File: src/rtl/cpu16_pkg.sv
package cpu16_pkg;

    // Basic scalar types
    typedef logic [15:0] word_t;                    // Data or address word
    typedef logic [2:0]  reg_idx_t;                 // Register index
    typedef logic [3:0]  opcode_t;                  // Major opcode
    typedef logic [4:0]  imm5_t;                    // Raw immediate field

    // Opcode encodings used by decode
    localparam opcode_t OPC_NOP    = 4'b0000;       // Bubble, also the flush value
    localparam opcode_t OPC_BRANCH = 4'b1100;       // PC relative branch

    // Register form, bit 11 clear
    typedef struct packed {
        opcode_t  opcode;                           // Bits 15..12
        logic     imm_flag;                         // Bit 11, zero here
        reg_idx_t rd;                               // Bits 10..8
        reg_idx_t rs1;                              // Bits 7..5
        logic [1:0] unused;                         // Bits 4..3, ignored
        reg_idx_t rs2;                              // Bits 2..0
    } instr_r_t;

    // Immediate form, bit 11 set
    typedef struct packed {
        opcode_t  opcode;                           // Bits 15..12
        logic     imm_flag;                         // Bit 11, one here
        reg_idx_t rd;                               // Bits 10..8
        reg_idx_t rs1;                              // Bits 7..5
        imm5_t    imm;                              // Bits 4..0
    } instr_i_t;

    // One instruction word, two decodings of the low bits
    typedef union packed {
        instr_r_t r;                                // rs2 view
        instr_i_t i;                                // Immediate view
    } instr_word_u;

endpackage

File: src/rtl/register_file.sv
`timescale 1ns/1ps

module register_file import cpu16_pkg::*; #(
    parameter int NUM_REGS = 8                      // 8 or 4 entries
) (
    input  logic     clk,
    input  logic     reset,
    input  logic     wr_en,                         // Writeback strobe
    input  reg_idx_t wr_addr,                       // Writeback register
    input  word_t    wr_data,                       // Writeback value
    input  reg_idx_t rd_addr_a,                     // rs1 index
    input  reg_idx_t rd_addr_b,                     // rs2 index
    output word_t    rd_data_a,                     // rs1 value
    output word_t    rd_data_b                      // rs2 value
);

    word_t regs [NUM_REGS];                         // r0 slot never written

    logic wr_ok;                                    // Write lands in a real register

    // r0 and out-of-range indices are not writable
    assign wr_ok = wr_en && (wr_addr != '0) && (int'(wr_addr) < NUM_REGS);

    always_ff @(posedge clk or posedge reset) begin
        if (reset) begin
            for (int i = 0; i < NUM_REGS; i++) begin
                regs[i] <= '0;                      // All registers clear
            end
        end else if (wr_ok) begin
            regs[wr_addr] <= wr_data;
        end
    end

    // Shared read path for both ports
    function automatic word_t read_port(reg_idx_t addr);
        word_t value;
        if (addr == '0) begin
            value = '0;                             // r0 hardwired
        end else if (int'(addr) >= NUM_REGS) begin
            value = '0;                             // Missing entries read zero
        end else if (wr_ok && (wr_addr == addr)) begin
            value = wr_data;                        // Same-cycle write bypass
        end else begin
            value = regs[addr];
        end
        return value;
    endfunction

    always_comb begin
        rd_data_a = read_port(rd_addr_a);
        rd_data_b = read_port(rd_addr_b);
    end

    // r0 storage stays zero through writes aimed at it
    a_r0_zero : assert property (
        @(posedge clk) disable iff (reset)
        regs[0] == '0
    ) else $error("register_file: r0 storage holds a nonzero value");

    // Writeback must only target implemented registers
    a_wr_addr_range : assert property (
        @(posedge clk) disable iff (reset)
        wr_en |-> (int'(wr_addr) < NUM_REGS)
    ) else $error("register_file: write to r%0d beyond NUM_REGS", wr_addr);

endmodule

File: src/rtl/imm_branch_gen.sv
`timescale 1ns/1ps

module imm_branch_gen import cpu16_pkg::*; (
    input  word_t       pc,                         // PC of the decoded word
    input  instr_word_u instr,                      // Read through the I view
    output word_t       imm_ext,                    // Zero-extended imm for op2
    output word_t       branch_target,              // pc + (sext(imm) << 2)
    output logic        is_branch                   // Opcode is a branch
);

    localparam int EXT_BITS = $bits(word_t) - $bits(imm5_t);   // 11 fill bits

    imm5_t imm_raw;                                 // Low five bits of the word
    word_t imm_sext;                                // Sign-extended imm
    word_t branch_offset;                           // Word-scaled displacement

    assign imm_raw = instr.i.imm;

    // Operand form, unsigned
    assign imm_ext = {{EXT_BITS{1'b0}}, imm_raw};

    // Branch displacement is signed, counted in 4-byte steps
    assign imm_sext      = {{EXT_BITS{imm_raw[4]}}, imm_raw};
    assign branch_offset = imm_sext << 2;           // Top bits drop off, wraps mod 2^16
    assign branch_target = pc + branch_offset;

    // Only the branch opcode is allowed to move the target
    assign is_branch = (instr.i.opcode == OPC_BRANCH);

endmodule

File: src/rtl/decode_latch.sv
`timescale 1ns/1ps

module decode_latch import cpu16_pkg::*; (
    input  logic        clk,
    input  logic        reset,
    input  logic        stall,                      // Hold all outputs
    input  logic        flush,                      // Squash, wins over stall
    input  instr_word_u instr,                      // Raw instruction word
    input  word_t       rs1_val,                    // From register file
    input  word_t       rs2_val,                    // From register file
    input  word_t       imm_ext,                    // Zero-extended imm
    input  word_t       branch_target,              // Computed target
    input  logic        is_branch,                  // Branch opcode seen
    output opcode_t     opcode,
    output reg_idx_t    rd,
    output reg_idx_t    rs1,
    output reg_idx_t    rs2,
    output imm5_t       imm,
    output word_t       op1,
    output word_t       op2,
    output word_t       branch_target_out
);

    logic  load;                                    // Capture this edge
    logic  is_imm;                                  // I-form word
    word_t op2_next;                                // Selected second operand

    assign load   = !flush && !stall;
    assign is_imm = instr.i.imm_flag;

    // Immediate replaces rs2 value in I-form
    assign op2_next = is_imm ? imm_ext : rs2_val;

    // Common fields, cleared by flush
    always_ff @(posedge clk or posedge reset) begin
        if (reset) begin
            opcode <= OPC_NOP;
            rd     <= '0;
            rs1    <= '0;
        end else if (flush) begin
            opcode <= OPC_NOP;                      // Bubble
            rd     <= '0;
            rs1    <= '0;
        end else if (load) begin
            opcode <= instr.r.opcode;
            rd     <= instr.r.rd;
            rs1    <= instr.r.rs1;
        end
    end

    // Form-specific fields, the other one keeps its old value
    always_ff @(posedge clk or posedge reset) begin
        if (reset) begin
            rs2 <= '0;
            imm <= '0;
        end else if (flush) begin
            rs2 <= '0;
            imm <= '0;
        end else if (load) begin
            if (is_imm) begin
                imm <= instr.i.imm;                 // rs2 untouched
            end else begin
                rs2 <= instr.r.rs2;                 // imm untouched
            end
        end
    end

    // Operand values
    always_ff @(posedge clk or posedge reset) begin
        if (reset) begin
            op1 <= '0;
            op2 <= '0;
        end else if (flush) begin
            op1 <= '0;
            op2 <= '0;
        end else if (load) begin
            op1 <= rs1_val;
            op2 <= op2_next;
        end
    end

    // Target survives flush, moves only on a branch decode
    always_ff @(posedge clk or posedge reset) begin
        if (reset) begin
            branch_target_out <= '0;
        end else if (load && is_branch) begin
            branch_target_out <= branch_target;
        end
    end

    // A flush edge must leave a bubble behind
    a_flush_nop : assert property (
        @(posedge clk) disable iff (reset)
        flush |=> (opcode == OPC_NOP)
    ) else $error("decode_latch: opcode not NOP after flush");

    // Stalled stage must not disturb the operand handed to execute
    a_stall_hold : assert property (
        @(posedge clk) disable iff (reset)
        (stall && !flush) |=> $stable(op1)
    ) else $error("decode_latch: op1 changed during stall");

endmodule

File: src/rtl/decode_unit.sv
`timescale 1ns/1ps

module decode_unit import cpu16_pkg::*; #(
    parameter int NUM_REGS = 8                      // Register file depth
) (
    input  logic        clk,
    input  logic        reset,
    input  logic        stall,                      // Hold decode
    input  logic        flush,                      // Squash decode
    input  word_t       pc,                         // PC of instr
    input  instr_word_u instr,                      // Fetched word
    input  logic        wr_en,                      // Writeback strobe
    input  reg_idx_t    wr_addr,
    input  word_t       wr_data,
    output opcode_t     opcode,
    output reg_idx_t    rd,
    output reg_idx_t    rs1,
    output reg_idx_t    rs2,
    output imm5_t       imm,
    output word_t       op1,
    output word_t       op2,
    output word_t       branch_target_out
);

    word_t rs1_val;                                 // Register read a
    word_t rs2_val;                                 // Register read b
    word_t imm_ext;                                 // Operand immediate
    word_t branch_target;                           // Unlatched target
    logic  is_branch;

    // Reads use the R view for both sources
    register_file #(
        .NUM_REGS  (NUM_REGS)
    ) u_regfile (
        .clk       (clk),
        .reset     (reset),
        .wr_en     (wr_en),
        .wr_addr   (wr_addr),
        .wr_data   (wr_data),
        .rd_addr_a (instr.r.rs1),
        .rd_addr_b (instr.r.rs2),
        .rd_data_a (rs1_val),
        .rd_data_b (rs2_val)
    );

    // Runs beside the register read, same cycle
    imm_branch_gen u_imm_gen (
        .pc            (pc),
        .instr         (instr),
        .imm_ext       (imm_ext),
        .branch_target (branch_target),
        .is_branch     (is_branch)
    );

    decode_latch u_latch (
        .clk               (clk),
        .reset             (reset),
        .stall             (stall),
        .flush             (flush),
        .instr             (instr),
        .rs1_val           (rs1_val),
        .rs2_val           (rs2_val),
        .imm_ext           (imm_ext),
        .branch_target     (branch_target),
        .is_branch         (is_branch),
        .opcode            (opcode),
        .rd                (rd),
        .rs1               (rs1),
        .rs2               (rs2),
        .imm               (imm),
        .op1               (op1),
        .op2               (op2),
        .branch_target_out (branch_target_out)
    );

endmodule

File: config.mk
export PLATFORM = sky130hd
export DESIGN_NAME = decode_unit
export DESIGN_NICKNAME = d
export VERILOG_FILES = /design/src/rtl/cpu16_pkg.sv /design/src/rtl/register_file.sv /design/src/rtl/imm_branch_gen.sv /design/src/rtl/decode_latch.sv /design/src/rtl/decode_unit.sv
export SDC_FILE = /design/constraint.sdc
export NUM_CORES = 1
export LEC_CHECK = 0
export ABC_AREA = 1
export BUFFER_PORTS_ARGS = -buffer_cell sky130_fd_sc_hd__buf_4
export CAP_MARGIN = 20
export CORE_MARGIN = 3
export CORE_UTILIZATION = 35
export CTS_BUF_LIST = sky130_fd_sc_hd__clkbuf_16
export CTS_CLUSTER_DIAMETER = 150
export DETAILED_ROUTE_END_ITERATION = 8
export PLACE_DENSITY_LB_ADDON = 0.25
export SLEW_MARGIN = 30
export SYNTH_ARGS = -nofsm -noshare
export SYNTH_HDL_FRONTEND = slang
export SYNTH_SLANG_ARGS = --single-unit
File: constraint.sdc
create_clock -name clk -period 7.6 [get_ports clk]
set_clock_uncertainty 0.15 [all_clocks]
set_input_delay 0.76 -clock clk [delete_from_list [all_inputs] [get_ports clk]]
set_output_delay 0.76 -clock clk [all_outputs]
set_load 0.05 [all_outputs]
== Word-level counts from Yosys, hierarchy flattened ==
Index checks and enable logic that the tools add are counted.
Operators by class
  $add $sub $neg: 1
  $mul: 0
  div/mod/pow operators: 0
  magnitude comparators: 4
  eq/ne operators: 4
  shift-type cells: 0
  muxes and demuxes: 30
  bitwise operators: 3
  reductions and logical operators: 15
Operators by type and width (count)
  2-to-1 mux 16 bit: 14
  bitwise mux 128 bit: 1
  binary-select mux 16 bit (select 3 bit): 2
  demux 16 bit (select 3 bit): 1
  2-to-1 mux 3 bit: 7
  adder 16 bit: 1
  2-to-1 mux 5 bit: 3
  greater-or-equal comparator 4 bit (second input constant): 3
  NOT 3 -> 4 bit: 3
  2-to-1 mux 4 bit: 2
  equality test 3 bit: 2
  logical AND 1 bit: 6
  logical NOT 3 bit: 2
  equality test 4 bit (second input constant): 1
  less-than comparator 4 x 1 -> 1 bit (second input constant): 1
  AND reduction 2 bit: 2
  nonzero test 2 bit: 2
  nonzero test 3 bit: 1
  logical NOT 1 bit: 2
  inequality test 2 bit (second input constant): 1
Word-level totals
  bits in registers: 194
  latch bits: 0
  RAM bits: 0
  bits in read-only memories: 0
  input port bits: 56
  output and inout bits: 66
  word-level logic and storage cells: 73
  memories kept: 0

== Depth between registers and ports, before layout ==
Gate-level depths: netlist (run 1).
  depth in word-level cells: 9
  depth in mapped cells: 13
  mapped depth without buffers: 12

== Modules after synthesis ==
A second synthesis (run 1) with hierarchy kept.
Second synthesis, totals
  cells, all modules: 1642
  area total of the unflattened synthesis: 11298.3 um2
By module, submodules not included
  register_file: instances 1, cells each 1135, area each 7544.7 um2, sequential area each 3203.1 um2
  decode_latch: instances 1, cells each 341, area each 2775.2 um2, sequential area each 1651.6 um2
  imm_branch_gen: instances 1, cells each 166, area each 978.4 um2, sequential area each 0.0 um2

== Worst setup path after synthesis (run 1) ==
No wires, ideal clock.
  path type: input to register
  start point: input port instr[1] (netlist name)
  end point: register u_latch.branch_target_out[14]
  arrival: 2.345 ns
  required time: 7.332 ns
  path slack: 4.987 ns
  cell stages on the path: 10
  buffers on the path: 2
  path through: inv_1 -> buf_2 -> buf_1 -> fa_1 -> o21ai_0 -> nand4_1 -> nand3_1 -> nand2_1 -> nand3_1 -> nand2_1
On the way
  longest elaborated chain between the ends: 1
RTL lines
  start: declaration: RTL line decode_unit.sv:11  | input instr_word_u instr,
  adder 16 bit: RTL line imm_branch_gen.sv:25  | assign branch_target = pc + branch_offset;
  end signal: assignment: RTL line decode_latch.sv:87  | branch_target_out <= branch_target;
  end: declaration: RTL line decode_latch.sv:21  | output word_t branch_target_out
No other way between the ends.
A chain may end at the register's enable or synchronous reset.

== Worst setup path after layout (run 1) ==
  start point: input port instr[1] (netlist name)
  end point: register u_latch.op2[4]
On the way
  longest elaborated chain between the ends: 9
  elaborated cells on any way between the ends: 12
RTL lines
  NOT 3 -> 4 bit (not written as such): RTL line register_file.sv:44  | value = regs[addr];
  binary-select mux 16 bit (select 3 bit): RTL line register_file.sv:44
  2-to-1 mux 16 bit (not written as such) (2 in a row): RTL line register_file.sv:44
  2-to-1 mux 16 bit: RTL line register_file.sv:41  | end else if (wr_ok && (wr_addr == addr)) begin
  2-to-1 mux 16 bit (*): RTL line register_file.sv:37  | if (addr == '0) begin
  2-to-1 mux 16 bit (*): RTL line decode_latch.sv:32  | assign op2_next = is_imm ? imm_ext : rs2_val;
  2-to-1 mux 16 bit (*): RTL line decode_latch.sv:76  | end else if (load) begin
  2-to-1 mux 16 bit (*): RTL line decode_latch.sv:73  | end else if (flush) begin
  end signal: assignment: RTL line decode_latch.sv:78  | op2 <= op2_next;
  end: declaration: RTL line decode_latch.sv:20  | output word_t op2,
Mark *: on every way between the ends. The rest lies on a longest branch, timed or not. The select of a mux whose other input is x is not followed.

==> results of run 1 <==
-- layout make-up --
cell class	count	area, sq um	area share (%)
clock buffer	17	425	3.56
clock inverter	15	159	1.33
inverter	76	303	2.53
multi-input combinational	988	4690	39.2
sequential	194	4850	40.6
tap	378	473	3.96
timing repair buffer	138	1050	8.79
-- kinds of logic (layout without fill, tap and decap cells) --
family	count (synthesis)	in the layout
AO/OA/AOI/OAI	279	279
AND/OR/NAND/NOR	685	685
buffers and inverters	175	246
XOR/XNOR	10	10
adder cells (fa/ha/maj)	14	14
flip-flops	194	194
-- metrics by stage --
| step | total power, mW | util (%) | instance area, sq um | std cells |
|---|---|---|---|---|
| CTS | 2.89 | 42.2 | 12000 | 1806 |
| finish | 2.88 | 42.2 | 12000 | 1806 |
| floorplan | 1.77 | - | 10200 | 1357 |
| global route | 3.04 | 42.2 | 12000 | 1806 |
| global placement | 1.98 | 40.0 | 11300 | 1772 |
| detailed placement | 1.99 | 40.1 | 11400 | 1774 |
-- sequential cells by signal (all words and copies together), names as in the netlist --
| name | count |
|---|---|
| u_latch.op2 | 16 |
| u_latch.rd | 3 |
| u_latch.imm | 5 |
| u_regfile.regs | 128 |
| u_latch.rs1 | 3 |
| u_latch.op1 | 16 |
| u_latch.rs2 | 3 |
| u_latch.opcode | 4 |
| u_latch.branch_target_out | 16 |
-- final timing paths --
kind                                            startpoint                         endpoint  slack [ns]  cells past startpoint
max                                               instr[1]       u_latch.op2[4]$_DFFE_PP0P_        4.46                      8
max in group asynchronous                            reset    u_regfile.regs[1]$_DFFE_PP0P_        5.68                      3
max reg2reg                 u_regfile.regs[50]$_DFFE_PP0P_       u_latch.op2[2]$_DFFE_PP0P_        6.18                     10
min reg2reg                u_regfile.regs[112]$_DFFE_PP0P_  u_regfile.regs[112]$_DFFE_PP0P_        0.26                      0
min                                                  reset       u_latch.op1[1]$_DFFE_PP0P_        0.22                      2
min in group clk           u_regfile.regs[112]$_DFFE_PP0P_  u_regfile.regs[112]$_DFFE_PP0P_        0.26                      0
-- power by group --
| part | switching, mW | leakage (nW) | internal (mW) | total [mW] |
|---|---|---|---|---|
| sequential | 0.110 | 2.49 | 1.18 | 1.29 |
| clock | 0.464 | 0.284 | 0.441 | 0.905 |
| combinational | 0.456 | 3.14 | 0.229 | 0.685 |
-- critical path, cell delays in order --
cell and delay [ns]:
buf_4 0.24, clkinv_1 0.64, buf_4 0.54, nand3_1 0.21
nand2_1 0.09, nor2_2 0.53, o21ai_0 0.19, o21bai_1 0.16
-- routing by layer --
layer / global-route usage, % / wire length (um) / vias to the layer above
met5: 0 / 0 / -
met4: 7.27 / 867 / 0
met3: 4.53 / 2570 / 63
met2: 31.4 / 14100 / 339
met1: 29.7 / 14900 / 4526
li1: - / - / 4613
-- cells in the final DEF, fill, tap and decap left out, types with 2 or more instances in the layout --
cell / Yosys / final
nor2_1: 34 / 32
o211ai_1: 28 / 28
inv_1: 69 / 67
clkinv_8: 0 / 4
o21ai_2: 4 / 4
o21ai_1: 3 / 3
nor2_4: 1 / 2
xor2_1: 5 / 5
o21ai_0: 156 / 156
clkbuf_16: 0 / 17
nand4_1: 8 / 8
nand3_1: 192 / 191
nand2_1: 445 / 445
inv_6: 0 / 3
a21oi_1: 75 / 75
inv_8: 0 / 5
dfrtp_1: 194 / 194
nor2_2: 1 / 2
inv_2: 4 / 4
clkinvlp_4: 0 / 2
buf_4: 1 / 136
buf_8: 0 / 2
xnor2_1: 5 / 5
a22o_1: 7 / 7
inv_4: 2 / 2
ha_1: 13 / 13
clkinv_1: 1 / 3
==> impl_metrics.tcl, run 1 <==
set metrics [dict create \
    die_h_um 177 \
    fin_nets 1485 \
    holdBufCountCts 0 \
    dieArea_sq_mm 0.0313 \
    post_cts_buffers 0 \
    cts_resized 0 \
    synth_nets 1427 \
    diodes 0 \
    drtPass1Iterations 5 \
    crit_fanout 37 \
    synth_seq_cells 194 \
    htreeDepth 4 \
    drc 0 \
    synth_top_family_by_area "simple AND/OR/NAND/NOR gates" \
    endpoint_kind "register" \
    cts_root_buf "clkbuf_16" \
    yosys-top-cells-area "dfrtp_1 (47%), nand2_1 (16%), nand3_1 (9.4%)" \
    layout-drive-gt1-share_pct 13.2 \
    powerDensity_mw_per_mm2 241 \
    gp_congestion 0.816 \
    cts_tree "built" \
    wl_mm 32.5 \
    ant_nets 0 \
    setup_slack_ns 4.46 \
    clk_path_buf_depth 2 \
    grt_max_degree 134 \
    grt_pass1_vias 9202 \
    finalHoldViolCount 0 \
    cp.required_ns 7.82 \
    synth_edf_count 0 \
    setup_viol 0 \
    status "finished clean" \
    core_sq_mm 0.0283 \
    hp-class "primary input to asynchronous set/reset pin" \
    synth_compound_area_share_pct 14.9 \
    routedWlPerCell_um 18.0 \
    relSlewSlack_pct 33.1 \
    synthSimpleGateAreaFrac_pct 28.0 \
    syn_inst 1357 \
    port_buffers 121 \
    arrival_ns 3.37 \
    grt_pass1_wl_mm 51.3 \
    grt_usage_pct 20.9 \
    ys_types 35 \
    path_class "primary input to register" \
    whs_ns 0.220 \
    synth_top_area_cell "dfrtp_1" \
    yosysMostFrequentCell "nand2_1" \
    chipWidth_um 177 \
    grt_antenna_before_repair 0 \
    rows 61 \
    synth.top_cell.area_share_pct 47.4 \
    worst_pin_slew_ns 1.00 \
    avgSynthCellArea_sq_um 7.55 \
    fillers 2854 \
    setup_tns_ns 0 \
    cp-start-kind "primary input" \
    pre_cts_slack_ns 4.01 \
    vdd_drop_max_uv 163 \
    dpl.hpwl_mm 20.5 \
    async_reset_ff_share_pct 100 \
    rsz0062_at_grt "no" \
    max-cap-violations 0 \
    ys.flop_type "dfrtp_1" \
    synth-seq-area-share_pct 47.4 \
    syn_to_final_growth_pct 16.8 \
    fmax_mhz 318 \
    p_leak_nw 5.91 \
    start_util_pct 36.2 \
    clock_latency_ns 0.45 \
    overflow 0 \
    clk_pin_slew_worst_paths_ns 0.08 \
    netlist_area_sq_mm 0.0102 \
    post-route-period-util_pct 41.3 \
    cts.sinks 194 \
    io_pins 122 \
    synth_warnings 0 \
    synth_xor_area_share_pct 0.855 \
    dr_total_vias 9541 \
    cts_buffers 17 \
    vias_per_cell 5.28 \
    finalMaxSlewViolations 0 \
    synth-adder-area-share_pct 1.78 \
    drt_iter0_drc 977 \
    yosys-top-cells-count "nand2_1 (445), dfrtp_1 (194), nand3_1 (192), o21ai_0 (156), a21oi_1 (75)" \
    period_needed_ns 3.14 \
    synthMuxAreaShare_pct 0 \
]
No activity file was read; power rests on OpenSTA's default activity.
==> inputs of run 2 (changes only) <==
==> constraint.sdc (replaced) <==
create_clock -name clk -period 2.8 [get_ports clk]
set_clock_uncertainty 0.15 [all_clocks]
set_input_delay 0.28 -clock clk [delete_from_list [all_inputs] [get_ports clk]]
set_output_delay 0.28 -clock clk [all_outputs]
set_load 0.05 [all_outputs]
==> impl_metrics.tcl, run 2 (synthesized netlist as in run 1, its figures left out) <==
set metrics [dict create \
    start_util_pct 36.2 \
    dr_total_vias 9605 \
    rows 61 \
    clk_pin_slew_worst_paths_ns 0.08 \
    rr_endpoint "u_latch.op1[11]$_DFFE_PP0P_" \
    final_common_cell "nand2_1" \
    routedWlPerCell_um 17.8 \
    rsz0062_at_grt "no" \
    drtPass1Iterations 5 \
    status "finished clean" \
    finalHoldViolCount 0 \
    cts_resized 0 \
    grt_usage_pct 21.2 \
    cts_root_buf "clkbuf_16" \
    placedInstanceArea_sq_mm 0.0115 \
    post-route-period-util_pct 70.7 \
    fillers 2845 \
    overflow 0 \
    vdd_drop_max_uv 419 \
    path_class "primary input to register" \
    grt_pass1_wl_mm 51.9 \
    r2r_cells 6 \
    cts_tree "built" \
    endpoint_kind "register" \
    chipWidth_um 177 \
    diodes 0 \
    r2r-start "u_regfile.regs[11]$_DFFE_PP0P_" \
    crit_start "instr[11]" \
    gp_congestion 0.818 \
    p_leak_nw 6.12 \
    drt_iter0_drc 983 \
    worst_pin_slew_ns 0.787 \
    grt_antenna_before_repair 0 \
    largest_reg_flops 128 \
    hold-path-cell-count 4 \
    setup_tns_ns 0 \
    arrival_ns 2.19 \
    hp-class "primary input to register" \
    powerDensity_mw_per_mm2 638 \
    max-cap-violations 0 \
    cp-start-kind "primary input" \
    setup_viol 0 \
    syn_to_final_growth_pct 21.0 \
    dieArea_sq_mm 0.0313 \
    cts_buffers 17 \
    slowest_delay_ns 0.58 \
    relSlewSlack_pct 47.4 \
    slowest_stage "nor2_2" \
    period_needed_ns 1.98 \
    fin_nets 1528 \
    fmax_mhz 505 \
    cp.required_ns 3.01 \
    cts.sinks 194 \
    port_buffers 121 \
    grt_pass1_vias 9051 \
    hp-start "pc[2]" \
    largest_register "u_regfile.regs" \
    core_sq_mm 0.0283 \
    grt_max_degree 105 \
    io_pins 122 \
    clk_path_buf_depth 2 \
    crit_path_cell_trace "dlygate4sd3_1, buf_4, inv_1, nand2_1, nor2_2, o21ai_0, o21bai_1" \
    clock_latency_ns 0.45 \
    r2r_slack_ns 1.41 \
    wl_mm 33.0 \
    drc 0 \
    final_cell_mix "nand2_1 (445), dfrtp_1 (194), nand3_1 (192), o21ai_0 (156), buf_4 (151)" \
    die_h_um 177 \
    finalMaxSlewViolations 0 \
    layout-drive-gt1-share_pct 14.0 \
    ant_nets 0 \
    htreeDepth 4 \
    final_area_sq_mm 0.0124 \
    min_to "u_latch.branch_target_out[2]$_DFFE_PP0P_" \
    vias_per_cell 5.19 \
    dpl.hpwl_mm 21.0 \
    crit_fanout 13 \
]
-- run 2: cell types whose count changed in the layout (fill, tap and decap cells not counted), sizes merged --
cell,delta
buf,+18
clkinv,+3
dlygate4sd3,+25
inv,-3
-- run 2: report_power, final --
group / switching, mW / internal [mW]
Clock: 1.28 / 1.21
Sequential: 0.289 / 3.21
Combinational: 1.25 / 0.665
Total: 2.82 / 5.09
-- run 2: stage by stage --
stage	instances	setup WS, ns	utilization [%]	total power, mW	hold WS [ns]
final	1849	0.819	43.8	7.91	0.0209
after global routing	1849	0.680	43.8	8.36	0.0359
after CTS	1849	0.841	43.8	7.95	0.0103
after detailed placement	1792	0.411	40.7	5.43	0.0689
after global placement	1792	0.384	40.7	5.40	0.0738
after floorplan	1357	-0.134	-	4.81	0.247
-- run 2: critical path: cells and delay by family --
kind / cells / cell delay (ns)
buffers and inverters: 3 / 0.89
and+or+nand+nor: 2 / 0.67
AOI/OAI and AO/OA: 2 / 0.35
-- run 2: how the worst max path moves through the flow --
stage                                                      to  cells after the start
global route                       u_latch.op2[4]$_DFFE_PP0P_                      7
floorplan            u_latch.branch_target_out[0]$_DFFE_PP0P_                      1
finish                             u_latch.op2[4]$_DFFE_PP0P_                      7
detailed placement  u_latch.branch_target_out[14]$_DFFE_PP0P_                      9
CTS                                u_latch.op2[4]$_DFFE_PP0P_                      7
global placement                   u_latch.op2[4]$_DFFE_PP0P_                      7
-- run 2: per-layer routing --
| metal | vias up | track usage [%] | part of all wire [%] |
|---|---|---|---|
| li1 | 4704 | - | - |
| met1 | 4493 | 30.4 | 45 |
| met2 | 353 | 32.8 | 45 |
| met3 | 55 | 3.00 | 7.0 |
| met4 | 0 | 7.86 | 2.7 |
| met5 | - | 0 | 0 |
-- run 2: cell type report --
type	count	area [sq um]	area share, %
timing repair buffer	181	1480	12.0
inverter	76	294	2.37
tap	378	473	3.82
sequential	194	4850	39.2
clock inverter	15	183	1.47
multi-input combinational	988	4680	37.8
clock buffer	17	425	3.43
-- run 2: what timing repair did --
action / CTS / global route
hold buffers: 25 / 0
buffers inserted: 0 / 0
hold endpoints to repair: 120 / 0
